## src/hw/pmp_pkg.sv

```systemverilog
package pmp_pkg;

  // Privilege mode as carried on the request ports.
  typedef logic [1:0] mode_t;

  localparam mode_t u_mode = 2'b00; // User.
  localparam mode_t m_mode = 2'b11; // Machine.

  // Why a request was refused.
  typedef enum logic [2:0] {
    fault_none  = 3'd0,
    fault_fetch = 3'd1, // User fetch outside the window.
    fault_load  = 3'd2, // User load outside the window.
    fault_store = 3'd3, // User store outside the window.
    fault_rom   = 3'd4  // Write into the read-only area.
  } cause_e;

endpackage

```

## src/hw/mem_pkg.sv

```systemverilog
package mem_pkg;

  // Bus widths on the memory side.
  localparam int addr_w = 32;
  localparam int data_w = 32;
  localparam int strb_w = data_w / 8;

  // Byte address.
  typedef logic [addr_w-1:0] addr_t;

  // One memory word.
  typedef logic [data_w-1:0] word_t;

  // Byte lanes to write, all zero for a read.
  typedef logic [strb_w-1:0] strb_t;

  // Owner of the access held by the arbiter.
  typedef enum logic [1:0] {
    no_access    = 2'd0,
    instr_access = 2'd1,
    data_access  = 2'd2
  } access_e;

endpackage
```

## src/hw/pmp_check.sv

```systemverilog
module pmp_check #(
  parameter mem_pkg::addr_t user_base  = 32'h100,
  parameter mem_pkg::addr_t user_limit = 32'h300,
  parameter mem_pkg::addr_t rom_limit  = 32'h80
) (
  input  logic           pmp_valid,
  input  logic           pmp_instr,
  input  pmp_pkg::mode_t pmp_mode,
  input  mem_pkg::addr_t pmp_addr,
  input  mem_pkg::strb_t pmp_wstrb,
  output logic           pmp_error
);

  pmp_pkg::cause_e cause;
  logic            in_window;
  logic            in_rom;
  logic            is_write;
  logic            is_user;

  assign in_window = (pmp_addr >= user_base) && (pmp_addr < user_limit);
  assign in_rom    = pmp_addr < rom_limit;
  assign is_write  = |pmp_wstrb;
  assign is_user   = pmp_mode == pmp_pkg::u_mode;

  always_comb begin
    cause = pmp_pkg::fault_none;
    if (pmp_valid) begin
      if (is_write && in_rom) begin
        cause = pmp_pkg::fault_rom; // Any mode.
      end else if (is_user && !in_window) begin
        if (pmp_instr) cause = pmp_pkg::fault_fetch;
        else if (is_write) cause = pmp_pkg::fault_store;
        else cause = pmp_pkg::fault_load;
      end
    end
  end

  // Machine mode only trips on the read-only area.
  assign pmp_error = cause != pmp_pkg::fault_none;

endmodule

```

## config.mk

```make
export PLATFORM = sky130hd
export DESIGN_NAME = pmp_check
export DESIGN_NICKNAME = d
export VERILOG_FILES = /design/src/hw/pmp_pkg.sv /design/src/hw/mem_pkg.sv /design/src/hw/pmp_check.sv
export SDC_FILE = /design/constraint.sdc
export NUM_CORES = 1
export LEC_CHECK = 0
export ABC_AREA = 1
export BUFFER_PORTS_ARGS = -buffer_cell sky130_fd_sc_hd__buf_2
export CAP_MARGIN = 20
export CORE_AREA = 2 2 39 41
export DETAILED_ROUTE_END_ITERATION = 6
export DIE_AREA = 0 0 41 43
export GPL_TIMING_DRIVEN = 0
export PLACE_DENSITY = 0.49
export SYNTH_ARGS = -nofsm -noshare
export SYNTH_HDL_FRONTEND = slang
export SYNTH_SLANG_ARGS = --single-unit
```

## constraint.sdc

```tcl
create_clock -name vclk -period 1.35
set_clock_uncertainty 0.15 [all_clocks]
set_input_delay 0 -clock vclk [all_inputs]
set_output_delay 0 -clock vclk [all_outputs]
set_load 0.02 [all_outputs]
```

==> Word-level counts from Yosys, hierarchy flattened <==
Index checks and enable logic that the tools add are counted.
{ "word_totals": {"reg_bits": 0, "inputBits": 40, "out_inout_bits": 1, "word_cells": 15} }
{ "op_classes": {"order_cmp": 3, "muxes": 5, "n_reduce_logical": 7} }
{ "ops": {"columns": ["cell", "n"], "rows": [
  ["$ge A32 B9 Y1 const B", 1],
  ["$lt A32 B10 Y1 const B", 1],
  ["$lt A32 B8 Y1 const B", 1],
  ["$mux W3", 2],
  ["$mux W2", 2],
  ["$reduce_or A4 Y1", 1],
  ["$logic_and A1 B1 Y1", 3],
  ["$reduce_bool A3 Y1", 1],
  ["$logic_not A2 Y1", 1],
  ["$logic_not A1 Y1", 1],
  ["$mux W1", 1]
]} }

==> Depth between registers and ports, before layout <==
{ "depth": {"depth_word": 8, "depth_mapped": 7, "ltp_nobuf": 7} }

==> Least setup slack after synthesis <==
No wires, ideal clock.
{ "synth_timing": {"path_kind": "input -> output", "start": "input pmp_addr[22]", "end": "output pmp_error", "arrival_ps": 667, "required_time_ps": 1200, "slack_ps": 533, "stages": 6, "n_path_buf": 0, "cell_sequence": "nor2_1 -> nand2_1 -> nor2_1 -> and2_1 -> nand2_1 -> a21oi_2"} }
{ "synth_between": {"elab_chain_len": 8} }
{ "synth_lines": {"columns": ["element", "line", "rtl"], "rows": [
  ["start: declaration", "pmp_check.sv:9", "input mem_pkg::addr_t pmp_addr,"],
  ["$ge A32 B9 Y1 / $lt A32 B10 Y1 (equally long branches)", "pmp_check.sv:20", "assign in_window = (pmp_addr >= user_base) && (pmp_addr < user_limit);"],
  ["$logic_and A1 B1 Y1", "pmp_check.sv:20", null],
  ["$logic_not A1 Y1", "pmp_check.sv:30", "end else if (is_user && !in_window) begin"],
  ["$logic_and A1 B1 Y1", "pmp_check.sv:30", null],
  ["$mux W2", "pmp_check.sv:30", null],
  ["$mux W3 (*)", "pmp_check.sv:28", "if (is_write && in_rom) begin"],
  ["$mux W3 (*)", "pmp_check.sv:27", "if (pmp_valid) begin"],
  ["$reduce_bool A3 Y1 (*)", "pmp_check.sv:39", "assign pmp_error = cause != pmp_pkg::fault_none;"],
  ["end: declaration", "pmp_check.sv:11", "output logic pmp_error"]
]} }
Mark *: on every way between the ends. The rest lies on a longest branch, timed or not.

==> Worst setup path after layout <==
Ends and elaborated chain as after synthesis.

==> flow_summary.yaml <==
floorplanning:
  fp.dieH_um: 43
  die_area_um2: 1760
  die_w_um: 41
  floorplan.rows: 14
  top_level_ports: 41
  core_um2: 1380
  start_util_pct: 12.6
power_and_ir_drop:
  cellPowerDensity_nw_per_um2: 197
  irDropWorstVdd_mv: 0.0409
  p_leak_nw: 0.200
synth:
  synth_cells: 38
  synth_seq_area_share_pct: 0
  syn_area_per_cell_um2: 4.58
  yosysMostFrequentCell: "nor2_1"
  yosys.area.top_type: "nor2_1"
  syn_nets: 78
  yosysWarnings: 0
  synth_area_um2: 174
  synth_top_area_share_pct: 32.4
  yosysUniqueCellTypes: 10
  synth.area.top_cells: "nor2_1 (32%), nand2_1 (22%), inv_1 (8.6%)"
  synth_commonest_cells: "nor2_1 (15), nand2_1 (10), inv_1 (4), nand3_1 (2), nor2_2 (2)"
final_layout:
  seqCellArea_um2: 0
  seq_cells: 0
  synthToLayoutAreaGrowth_pct: 106
  clock_buffers: 0
  n_antenna_cell: 0
  nNetsFinal: 113
  drive_above_1_share_pct: 53.5
worst_hold_path:
  min_from: "pmp_valid"
  hp-class: "input port to output port"
  whs_endpoint: "pmp_error"
  whs_path_depth: 4
critical_path:
  required_ps: 1200
  path_delay_family: "simple AND/OR/NAND/NOR gates"
  crit_type: "input port to output port"
  critPathArrivalTime_ps: 840
  cpPeakStageDelay_ps: 160
  cp_cell_sequence: "buf_2 > nor2_1 > nand2_1 > nor2_1 > and2_1 > nand2_1 > a21oi_2 > buf_2"
  cp_max_fo: 2
  cp_num_buf_inv: 2
  cp-end-kind: "output port"
  startpoint_type: "input port"
  slowest_stage: "buf_2"
timing:
  fin_ws_ps: 357
  finalCriticalPeriod_ps: 993
  timing.hold.ws_ps: 171
  clock.fmax_mhz: 1010
  maxSlewHeadroom_pct: 89.1
  final-setup-viol-count: 0
  tightest_slew_ps: 163
  maxSlewViolCount: 0
  tns_ps: 0
  period_share_pct: 73.5
  final-hold-violation-count: 0
  rsz0062_at_grt: "no"
run_status:
  status: "complete, no violations"
grt:
  grt_pass1_wl_um: 890
  grt.total_usage_pct: 6.59
  antenna_found_initial: 0
  grt_max_degree: 3
  grt_pass1_vias: 253
  overflow: 0
routing:
  finalWirelength_um: 515
  viasPerCell: 3.34
  drtPass1Iterations: 2
  route.detailed.drc: 0
  via_count: 291
  drtIter0Drc: 5
  ant_nets: 0
  routedWlPerCell_um: 5.92
placed_design:
  dp_worst_setup_slack_ps: 351
  gp_congestion: 0.589
  port_buffers: 33
  dpl.hpwl_um: 481
clock_network:
  cts.repair.resized: 0
  cts_setup_buffers: 0
  hold_buffers: 0
flow_run:
  drv_cap: 0
[area by class of cell]
| cell class | count | area [µm²] |
|---|---|---|
| multi-input cells | 34 | 159 |
| repair buffers | 33 | 165 |
| inverters | 4 | 15.0 |
| fillers | 159 | 1020 |
| well taps | 16 | 20.0 |
[logic make-up after synthesis]
kind of cell    Yosys count  share of synthesized area [%]
buf+inv                   4                           8.63
compound gates            1                           5.04
simple gates             33                           86.3
[placed cells by master, fill, tap and decap left out, drive strengths merged]
cell,count
inv,4
nand3,3
nand2,10
nor2,18
nand4,1
buf,33
and2,1
a21oi,1
[routing by layer]
layer / GRT usage [%] / up-vias / part of all wire [%]
met5: 0 / - / 0
met2: 11.9 / 19 / 41
li1: - / 182 / -
met1: 8.54 / 90 / 46
met4: 0 / 0 / 0
met3: 0.524 / 0 / 13
[power by group]
group | total, W | internal, W | switching [W]
clock | 0 | 0 | 0
combinational | 0.0000706 | 0.0000427 | 0.0000279
sequential | 0 | 0 | 0
[how the worst max path moves through the flow]
stage,startpoint,end,slack [ps],depth (start not counted)
floorplan,pmp_addr[22],pmp_error,530,6
global placement,pmp_addr[11],pmp_error,360,7
detailed placement,pmp_addr[22],pmp_error,350,8
CTS,pmp_addr[22],pmp_error,350,8
global route,pmp_addr[21],pmp_error,210,8
finish,pmp_addr[22],pmp_error,360,8
[metrics by stage]
step           total power, W  util (%)  instances  instance area (µm²)
2_1_floorplan       0.0000237         -         38                  174
5_1_grt             0.0000823      25.9         87                  359
4_1_cts             0.0000711      25.9         87                  359
6_report            0.0000706      25.9         87                  359
3_5_place_dp        0.0000708      25.9         87                  359
3_3_place_gp        0.0000701      25.9         87                  359
[tightest hold or removal path, cell delays in order]
cell and delay [ps]:
buf_2 100, inv_1 50, a21oi_2 30, buf_2 140
No activity file was read; power rests on OpenSTA's default activity.
