[src/hw/pmp_pkg.sv]
package pmp_pkg;

  // Privilege mode as carried on the request ports.
  typedef logic [1:0] mode_t;

  localparam mode_t u_mode = 2'b00; // User.
  localparam mode_t m_mode = 2'b11; // Machine.

  // Why a request was refused.
  typedef enum logic [2:0] {
    fault_none  = 3'd0,
    fault_fetch = 3'd1, // User fetch outside the window.
    fault_load  = 3'd2, // User load outside the window.
    fault_store = 3'd3, // User store outside the window.
    fault_rom   = 3'd4  // Write into the read-only area.
  } cause_e;

endpackage

[src/hw/mem_pkg.sv]
package mem_pkg;

  // Bus widths on the memory side.
  localparam int addr_w = 32;
  localparam int data_w = 32;
  localparam int strb_w = data_w / 8;

  // Byte address.
  typedef logic [addr_w-1:0] addr_t;

  // One memory word.
  typedef logic [data_w-1:0] word_t;

  // Byte lanes to write, all zero for a read.
  typedef logic [strb_w-1:0] strb_t;

  // Owner of the access held by the arbiter.
  typedef enum logic [1:0] {
    no_access    = 2'd0,
    instr_access = 2'd1,
    data_access  = 2'd2
  } access_e;

endpackage
[src/hw/arbiter.sv]
module arbiter (
  input  logic             clk,
  input  logic             rst,
  // Instruction fetch port.
  input  logic             imem_valid,
  input  logic             imem_instr,
  input  pmp_pkg::mode_t   imem_mode,
  input  mem_pkg::addr_t   imem_addr,
  input  mem_pkg::word_t   imem_wdata,
  input  mem_pkg::strb_t   imem_wstrb,
  output logic             imem_ready,
  output logic             imem_error,
  output mem_pkg::word_t   imem_rdata,
  // Data load/store port.
  input  logic             dmem_valid,
  input  logic             dmem_instr,
  input  pmp_pkg::mode_t   dmem_mode,
  input  mem_pkg::addr_t   dmem_addr,
  input  mem_pkg::word_t   dmem_wdata,
  input  mem_pkg::strb_t   dmem_wstrb,
  output logic             dmem_ready,
  output logic             dmem_error,
  output mem_pkg::word_t   dmem_rdata,
  // Protection checker.
  output logic             pmp_valid,
  output logic             pmp_instr,
  output pmp_pkg::mode_t   pmp_mode,
  output mem_pkg::addr_t   pmp_addr,
  output mem_pkg::strb_t   pmp_wstrb,
  input  logic             pmp_error,
  // Word memory.
  output logic             mem_valid,
  output mem_pkg::addr_t   mem_addr,
  output mem_pkg::word_t   mem_wdata,
  output mem_pkg::strb_t   mem_wstrb,
  input  logic             mem_ready,
  input  mem_pkg::word_t   mem_rdata
);

  mem_pkg::access_e r_access; // Owner of the access in flight.
  logic             r_error;  // Checker refused it last cycle.
  mem_pkg::access_e sel;
  logic             done;
  logic             free;
  logic             imem_req;
  logic             dmem_req;
  mem_pkg::word_t   sel_wdata;

  // The access in flight is answered this cycle.
  assign done = (r_access != mem_pkg::no_access) && (r_error || mem_ready);
  assign free = (r_access == mem_pkg::no_access) || done;

  // A port seeing its ready still holds the finished request.
  assign imem_req = imem_valid && !(done && r_access == mem_pkg::instr_access);
  assign dmem_req = dmem_valid && !(done && r_access == mem_pkg::data_access);

  always_comb begin
    sel = mem_pkg::no_access;
    if (free) begin
      if (dmem_req) sel = mem_pkg::data_access; // Data first.
      else if (imem_req) sel = mem_pkg::instr_access;
    end
  end

  always_comb begin
    pmp_valid = sel != mem_pkg::no_access;
    pmp_instr = 1'b0;
    pmp_mode  = pmp_pkg::m_mode;
    pmp_addr  = '0;
    pmp_wstrb = '0;
    sel_wdata = '0;
    if (sel == mem_pkg::data_access) begin
      pmp_instr = dmem_instr;
      pmp_mode  = dmem_mode;
      pmp_addr  = dmem_addr;
      pmp_wstrb = dmem_wstrb;
      sel_wdata = dmem_wdata;
    end else if (sel == mem_pkg::instr_access) begin
      pmp_instr = imem_instr;
      pmp_mode  = imem_mode;
      pmp_addr  = imem_addr;
      pmp_wstrb = imem_wstrb;
      sel_wdata = imem_wdata;
    end
  end

  // Refused requests never reach memory.
  assign mem_valid = pmp_valid && !pmp_error;
  assign mem_addr  = mem_valid ? pmp_addr : '0;
  assign mem_wdata = mem_valid ? sel_wdata : '0;
  assign mem_wstrb = mem_valid ? pmp_wstrb : '0;

  always_ff @(posedge clk) begin
    if (!rst) begin
      r_access <= mem_pkg::no_access;
      r_error  <= 1'b0;
    end else if (sel != mem_pkg::no_access) begin
      r_access <= sel;
      r_error  <= pmp_error;
    end else if (done) begin
      r_access <= mem_pkg::no_access;
      r_error  <= 1'b0;
    end
  end

  // Responses go only to the owner.
  always_comb begin
    imem_ready = (r_access == mem_pkg::instr_access) && done;
    imem_error = (r_access == mem_pkg::instr_access) && r_error;
    imem_rdata = (imem_ready && !r_error) ? mem_rdata : '0;
    dmem_ready = (r_access == mem_pkg::data_access) && done;
    dmem_error = (r_access == mem_pkg::data_access) && r_error;
    dmem_rdata = (dmem_ready && !r_error) ? mem_rdata : '0;
  end

endmodule

[config.mk]
export PLATFORM = sky130hd
export DESIGN_NAME = arbiter
export DESIGN_NICKNAME = d
export VERILOG_FILES = /design/src/hw/pmp_pkg.sv /design/src/hw/mem_pkg.sv /design/src/hw/arbiter.sv
export SDC_FILE = /design/constraint.sdc
export NUM_CORES = 1
export LEC_CHECK = 0
export BUFFER_PORTS_ARGS = -buffer_cell sky130_fd_sc_hd__buf_2
export CORE_AREA = 2 2 138 140
export DETAILED_ROUTE_END_ITERATION = 6
export DIE_AREA = 0 0 140 142
export PLACE_DENSITY = 0.54
export SLEW_MARGIN = 10
export SYNTH_ARGS = -nofsm -noshare
export SYNTH_HDL_FRONTEND = slang
export SYNTH_SLANG_ARGS = --single-unit
[constraint.sdc]
create_clock -name clk -period 1.25 [get_ports clk]
set_input_delay 0.1875 -clock clk [delete_from_list [all_inputs] [get_ports clk]]
set_output_delay 0.1875 -clock clk [all_outputs]
set_load 0.005 [all_outputs]
# ---- Yosys cells after proc, flatten, opt, wreduce, memory -nomap -nowiden
# Cells that the tools add are included.
dict set report op_classes {
  muxes 22
  eq_ne 4
  reduce_logical 20
}
# op count
set ops {}
lappend ops {{2-to-1 mux 32 bit} 8}
lappend ops {{2-to-1 mux 2 bit} 6}
lappend ops {{2-to-1 mux 4 bit} 3}
lappend ops {{logical AND 1 bit} 10}
lappend ops {{nonzero test 2 bit} 3}
lappend ops {{2-to-1 mux 1 bit} 5}
lappend ops {{equality test 2 x 1 -> 1 bit (second input constant)} 2}
lappend ops {{equality test 2 bit (second input constant)} 2}
lappend ops {{logical NOT 1 bit} 4}
lappend ops {{logical NOT 2 bit} 1}
lappend ops {{logical OR 1 bit} 2}
dict set report word_totals {
  regBits 3
  wordCells 48
  in_bits 180
}

# ---- Longest topological paths before layout
dict set report logic_depth {
  ltp_word 12
  depth_mapped 6
}

# ---- Worst setup path after synthesis
# Ideal clock, no wire load.
dict set report synth_timing {
  path_type {register -> output}
  start {register r_error}
  end {output mem_wdata[10]}
  path_stages_with_launch 6
  path_buffers 2
  arrival_time_ns 1.212
  slack_ns -0.150
  path_cell_list {dfxtp_1 -> or3b_1 -> buf_4 -> buf_2 -> nand4_1 -> a31oi_1}
}
dict set report synth_via {
  elab_chain_len 12
  word_cells_on_any_way 19
}
# item line_no
set synth_lines {}
lappend synth_lines {{start: declaration} arbiter.sv:41} ;# logic r_error;
lappend synth_lines {{start signal: assignment} arbiter.sv:99} ;# r_error <= pmp_error;
lappend synth_lines {{logical OR 1 bit *} arbiter.sv:50} ;# assign done = (r_access != mem_pkg::no_access) && (r_error || mem_ready);
lappend synth_lines {{logical AND 1 bit *} arbiter.sv:50}
lappend synth_lines {{logical AND 1 bit} arbiter.sv:54} ;# assign imem_req = imem_valid && !(done && r_access == mem_pkg::instr_access);
lappend synth_lines {{logical NOT 1 bit} arbiter.sv:54}
lappend synth_lines {{logical AND 1 bit} arbiter.sv:54}
lappend synth_lines {{2-to-1 mux 1 bit} arbiter.sv:61} ;# else if (imem_req) sel = mem_pkg::instr_access;
lappend synth_lines {{2-to-1 mux 2 bit} arbiter.sv:60} ;# if (dmem_req) sel = mem_pkg::data_access;
lappend synth_lines {{2-to-1 mux 2 bit *} arbiter.sv:59} ;# if (free) begin
lappend synth_lines {{equality test 2 x 1 -> 1 bit} arbiter.sv:78} ;# end else if (sel == mem_pkg::instr_access) begin
lappend synth_lines {{2-to-1 mux 32 bit} arbiter.sv:78}
lappend synth_lines {{2-to-1 mux 32 bit} arbiter.sv:72} ;# if (sel == mem_pkg::data_access) begin
lappend synth_lines {{2-to-1 mux 32 bit *} arbiter.sv:90} ;# assign mem_wdata = mem_valid ? sel_wdata : '0;
lappend synth_lines {{end: declaration} arbiter.sv:34} ;# output mem_pkg::word_t mem_wdata,
# Every way passes the cells marked *; elsewhere a longest branch is shown, timed or not.

# ---- Worst setup path in the final report
dict set report layout_timing {
  start {register r_access[0]}
  end {output mem_wstrb[3]}
}
dict set report layout_via {
  elab_chain_len 12
  word_cells_on_any_way 22
}
# item line_no
set layout_lines {}
lappend layout_lines {{start: declaration} arbiter.sv:40} ;# mem_pkg::access_e r_access;
lappend layout_lines {{start signal: assignment} arbiter.sv:95} ;# r_access <= mem_pkg::no_access;
lappend layout_lines {{start signal: assignment} arbiter.sv:98} ;# r_access <= sel;
lappend layout_lines {{start signal: assignment} arbiter.sv:101} ;# r_access <= mem_pkg::no_access;
lappend layout_lines {{nonzero test 2 bit} arbiter.sv:50}
lappend layout_lines {{logical AND 1 bit} arbiter.sv:50}
lappend layout_lines {{logical AND 1 bit} arbiter.sv:54}
lappend layout_lines {{logical NOT 1 bit} arbiter.sv:54}
lappend layout_lines {{logical AND 1 bit} arbiter.sv:54}
lappend layout_lines {{2-to-1 mux 1 bit} arbiter.sv:61}
lappend layout_lines {{2-to-1 mux 2 bit} arbiter.sv:60}
lappend layout_lines {{2-to-1 mux 2 bit *} arbiter.sv:59}
lappend layout_lines {{equality test 2 x 1 -> 1 bit} arbiter.sv:78}
lappend layout_lines {{2-to-1 mux 4 bit} arbiter.sv:78}
lappend layout_lines {{2-to-1 mux 4 bit} arbiter.sv:72}
lappend layout_lines {{2-to-1 mux 4 bit *} arbiter.sv:91} ;# assign mem_wstrb = mem_valid ? pmp_wstrb : '0;
lappend layout_lines {{end: declaration} arbiter.sv:35} ;# output mem_pkg::strb_t mem_wstrb,
# Marks and branches as above.

==> impl_metrics.ini <==
[run_status]
status = finished with violations
violations = design-rule violations, negative setup slack

[timing]
timing.final.ws_setup_ps = -601
post-route-period-util_pct = 148
fin_crit_ps = 1850
rsz0062_at_grt = true
fin_skew_ps = 3.82
finalHoldViolations = 0
maxSlewViolCount = 0
slew_headroom_pct = 71.6
clock.fmax_mhz = 540
holdWs_ps = 254
finalSetupTns_ps = -88380
tightest_slew_ps = 426
setup_viol = 180

[detailed_routing]
dr.first_iter.drc_count = 470
antenna_left = 0
first_pass_iters = 7
wl_per_cell_microns = 17.6
drt-total-wl_microns = 19100
vias = 5553
drcViolationCount = 24
routed_via_density = 5.12

[worst_setup_path]
r2r-start = r_access[0]
ff2ff_setup_slack_ps = -270
worstPathArrival_ps = 1660
setup.worst_path.end_class = primary output
worst_setup_path_start_kind = flip-flop
worst_ep_required_time_ps = 1060
r2r-end = r_access[0]
critPathKind = reg -> out
reg2reg_depth = 5
crit_fanout = 18

[grt]
antenna_found_initial = 1
overflow = 0
grt_use_total_pct = 16.2
grt_pass1_vias = 5090
grt_max_degree = 68
grt_pass1_wl_microns = 26200

[clocking]
numCtsBuffers = 3
clk_pin_slew_ps = 30
clock-sinks = 3
cts_max_path_buffers = 2
cts_tree = yes
worstSkewPairLatency_ps = 230
root_buffer = clkbuf_16
ctsHtreeMaxLevel = 1

[finish]
layout-drive-gt1-share_pct = 57.2
multi_input_area_sq_mm = 0.00258
num-nets-final = 1030
synthToLayoutAreaGrowth_pct = 112
nFillCells = 2009
regArea_sq_um = 66.3

[logic_synthesis]
yosysSeqAreaShare_pct = 2.13
syn-cell-area_sq_mm = 0.00282
ys_seq_elements = 3
synth_cell_types = 30
syn_inst = 486
avgSynthCellArea_sq_um = 5.81
syn_nets = 666
synth_warnings = 0

[placement]
hpwl_microns = 11900
port_buffers = 356
routabilityCongestion = 0.811

[worst_hold_path]
hold_depth = 3
hold_path_end = r_error
hold_class = in -> reg
holdCritStartpoint = rst

[floorplan]
die_h_microns = 142
core_sq_mm = 0.0185
initial_core_util_pct = 15.3
die_area_sq_mm = 0.0199
dieWidth_microns = 140
io_pins = 357
num_rows = 50

[pwr]
ir_worst_vdd_mv = 0.320
p_leak_nw = 3.07
p_per_area_mw_per_mm2 = 474
totalPowerFinal_mw = 2.84

[job]
cap_viol_max_count = 0
## cell usage after synthesis
master     number  area, sq um
a31oi_1        69          432
nor2_1          9         33.8
mux2i_1         1         10.0
a2bb2oi_1       2         17.5
o22ai_2         1         12.5
buf_4           8         60.1
o211a_4         1         17.5
clkbuf_2        3         15.0
a21bo_1         1         10.0
nor2_4          1         11.3
and2_1         64          400
a21oi_1         2         10.0
or3b_1          1         8.76
nor3b_1         1         7.51
nand3_1       174          871
o311ai_0        1         8.76
buf_1           2         7.51
nand4_1        68          425
buf_2          24          120
nand2_1         3         11.3
or3_1           1         6.26
inv_1           6         22.5
o2bb2ai_1       2         17.5
nor3_4          1         16.3
buf_6           7         78.8
o32a_1          1         10.0
clkbuf_1       25         93.8
dfxtp_1         3         60.1
a22oi_1         1         7.51
nand2b_1        3         18.8
## how the worst max path moves through the flow
stage	end	slack, ps	startpoint
after global routing	mem_wstrb[3]	-660	r_access[0]
final	mem_wstrb[3]	-600	r_access[0]
after global placement	pmp_mode[0]	-440	r_access[0]
after CTS	mem_wdata[16]	-570	r_access[0]
after detailed placement	pmp_instr	-430	r_access[0]
after floorplan	mem_addr[10]	-90	r_access[0]
## cells by family after synthesis
| family | share of synthesized area [%] |
|---|---|
| buffers and inverters | 14.1 |
| multiplexers | 0.355 |
| flip-flops | 2.13 |
| AND/OR/NAND/NOR | 64.2 |
| AO/OA/AOI/OAI | 19.2 |
## critical path, stage by stage (launching register included)
cell and delay [ps]:
dfxtp_2 310, buf_6 130, nor3_4 150, buf_6 170, buf_12 170, nand3_2 100
a31oi_1 240, buf_2 160
## flip-flops by register name, indices dropped and copies added (netlist names)
| name | count |
|---|---|
| r_access | 2 |
| r_error | 1 |
## per-layer routing
| layer | routed length (microns) | GRT usage, % | share of wire [%] |
|---|---|---|---|
| met5 | 0 | 0 | 0 |
| met4 | 240 | 3.99 | 1.3 |
| met3 | 1530 | 2.42 | 8.0 |
| met2 | 9710 | 30.2 | 51 |
| met1 | 7620 | 19.4 | 40 |
## through the flow
| stage | utilization [%] | std cells | instance area [sq um] | setup WS, ps |
|---|---|---|---|---|
| CTS | 30.1 | 1067 | 5550 | -569 |
| global placement | 27.3 | 1046 | 5040 | -436 |
| global route | 32.5 | 1084 | 5990 | -658 |
| floorplan | - | 486 | 2950 | -94.5 |
| finish | 32.5 | 1084 | 5990 | -601 |
| detailed placement | 27.3 | 1046 | 5040 | -433 |
## power by group
part	internal [mW]	leakage, nW	switching (mW)
clock network	0.422	0.0382	0.0950
logic	1.11	3.01	1.10
registers	0.106	0.0261	0.0106
## what timing repair did
item,4_1_cts,5_1_grt
gates resized for setup,32,52
pin swaps,8,41
buffers inserted,9,10
setup endpoints to repair,180,180
hold buffers,0,0
cloned,8,10
## layout by cell type (no fill, tap or decap), drive strengths merged
cell / synthesis / layout
nand2: 3 / 3
o22ai: 1 / 1
o211a: 1 / 1
nor2: 10 / 10
inv: 6 / 6
a2bb2oi: 2 / 2
a31oi: 69 / 69
mux2i: 1 / 1
and2: 64 / 64
nand3: 174 / 174
nand2b: 3 / 3
a21bo: 1 / 1
dfxtp: 3 / 3
a21oi: 2 / 2
clkbuf: 28 / 13
o311ai: 1 / 1
nor3: 1 / 1
diode: 0 / 1
o32a: 1 / 1
o2bb2ai: 2 / 2
or3: 1 / 1
buf: 41 / 419
or3b: 1 / 1
a22oi: 1 / 1
nand4: 68 / 68
nor3b: 1 / 1
## final cells by class
type	instances	area share, %
repair buffers	428	49.2
multi-input cells	408	43.0
well taps	234	4.89
clock buffers	4	1.32
flip-flops and latches	3	1.11
inverters	6	0.376
diodes	1	0.0418
No activity file was read; power rests on OpenSTA's default activity.
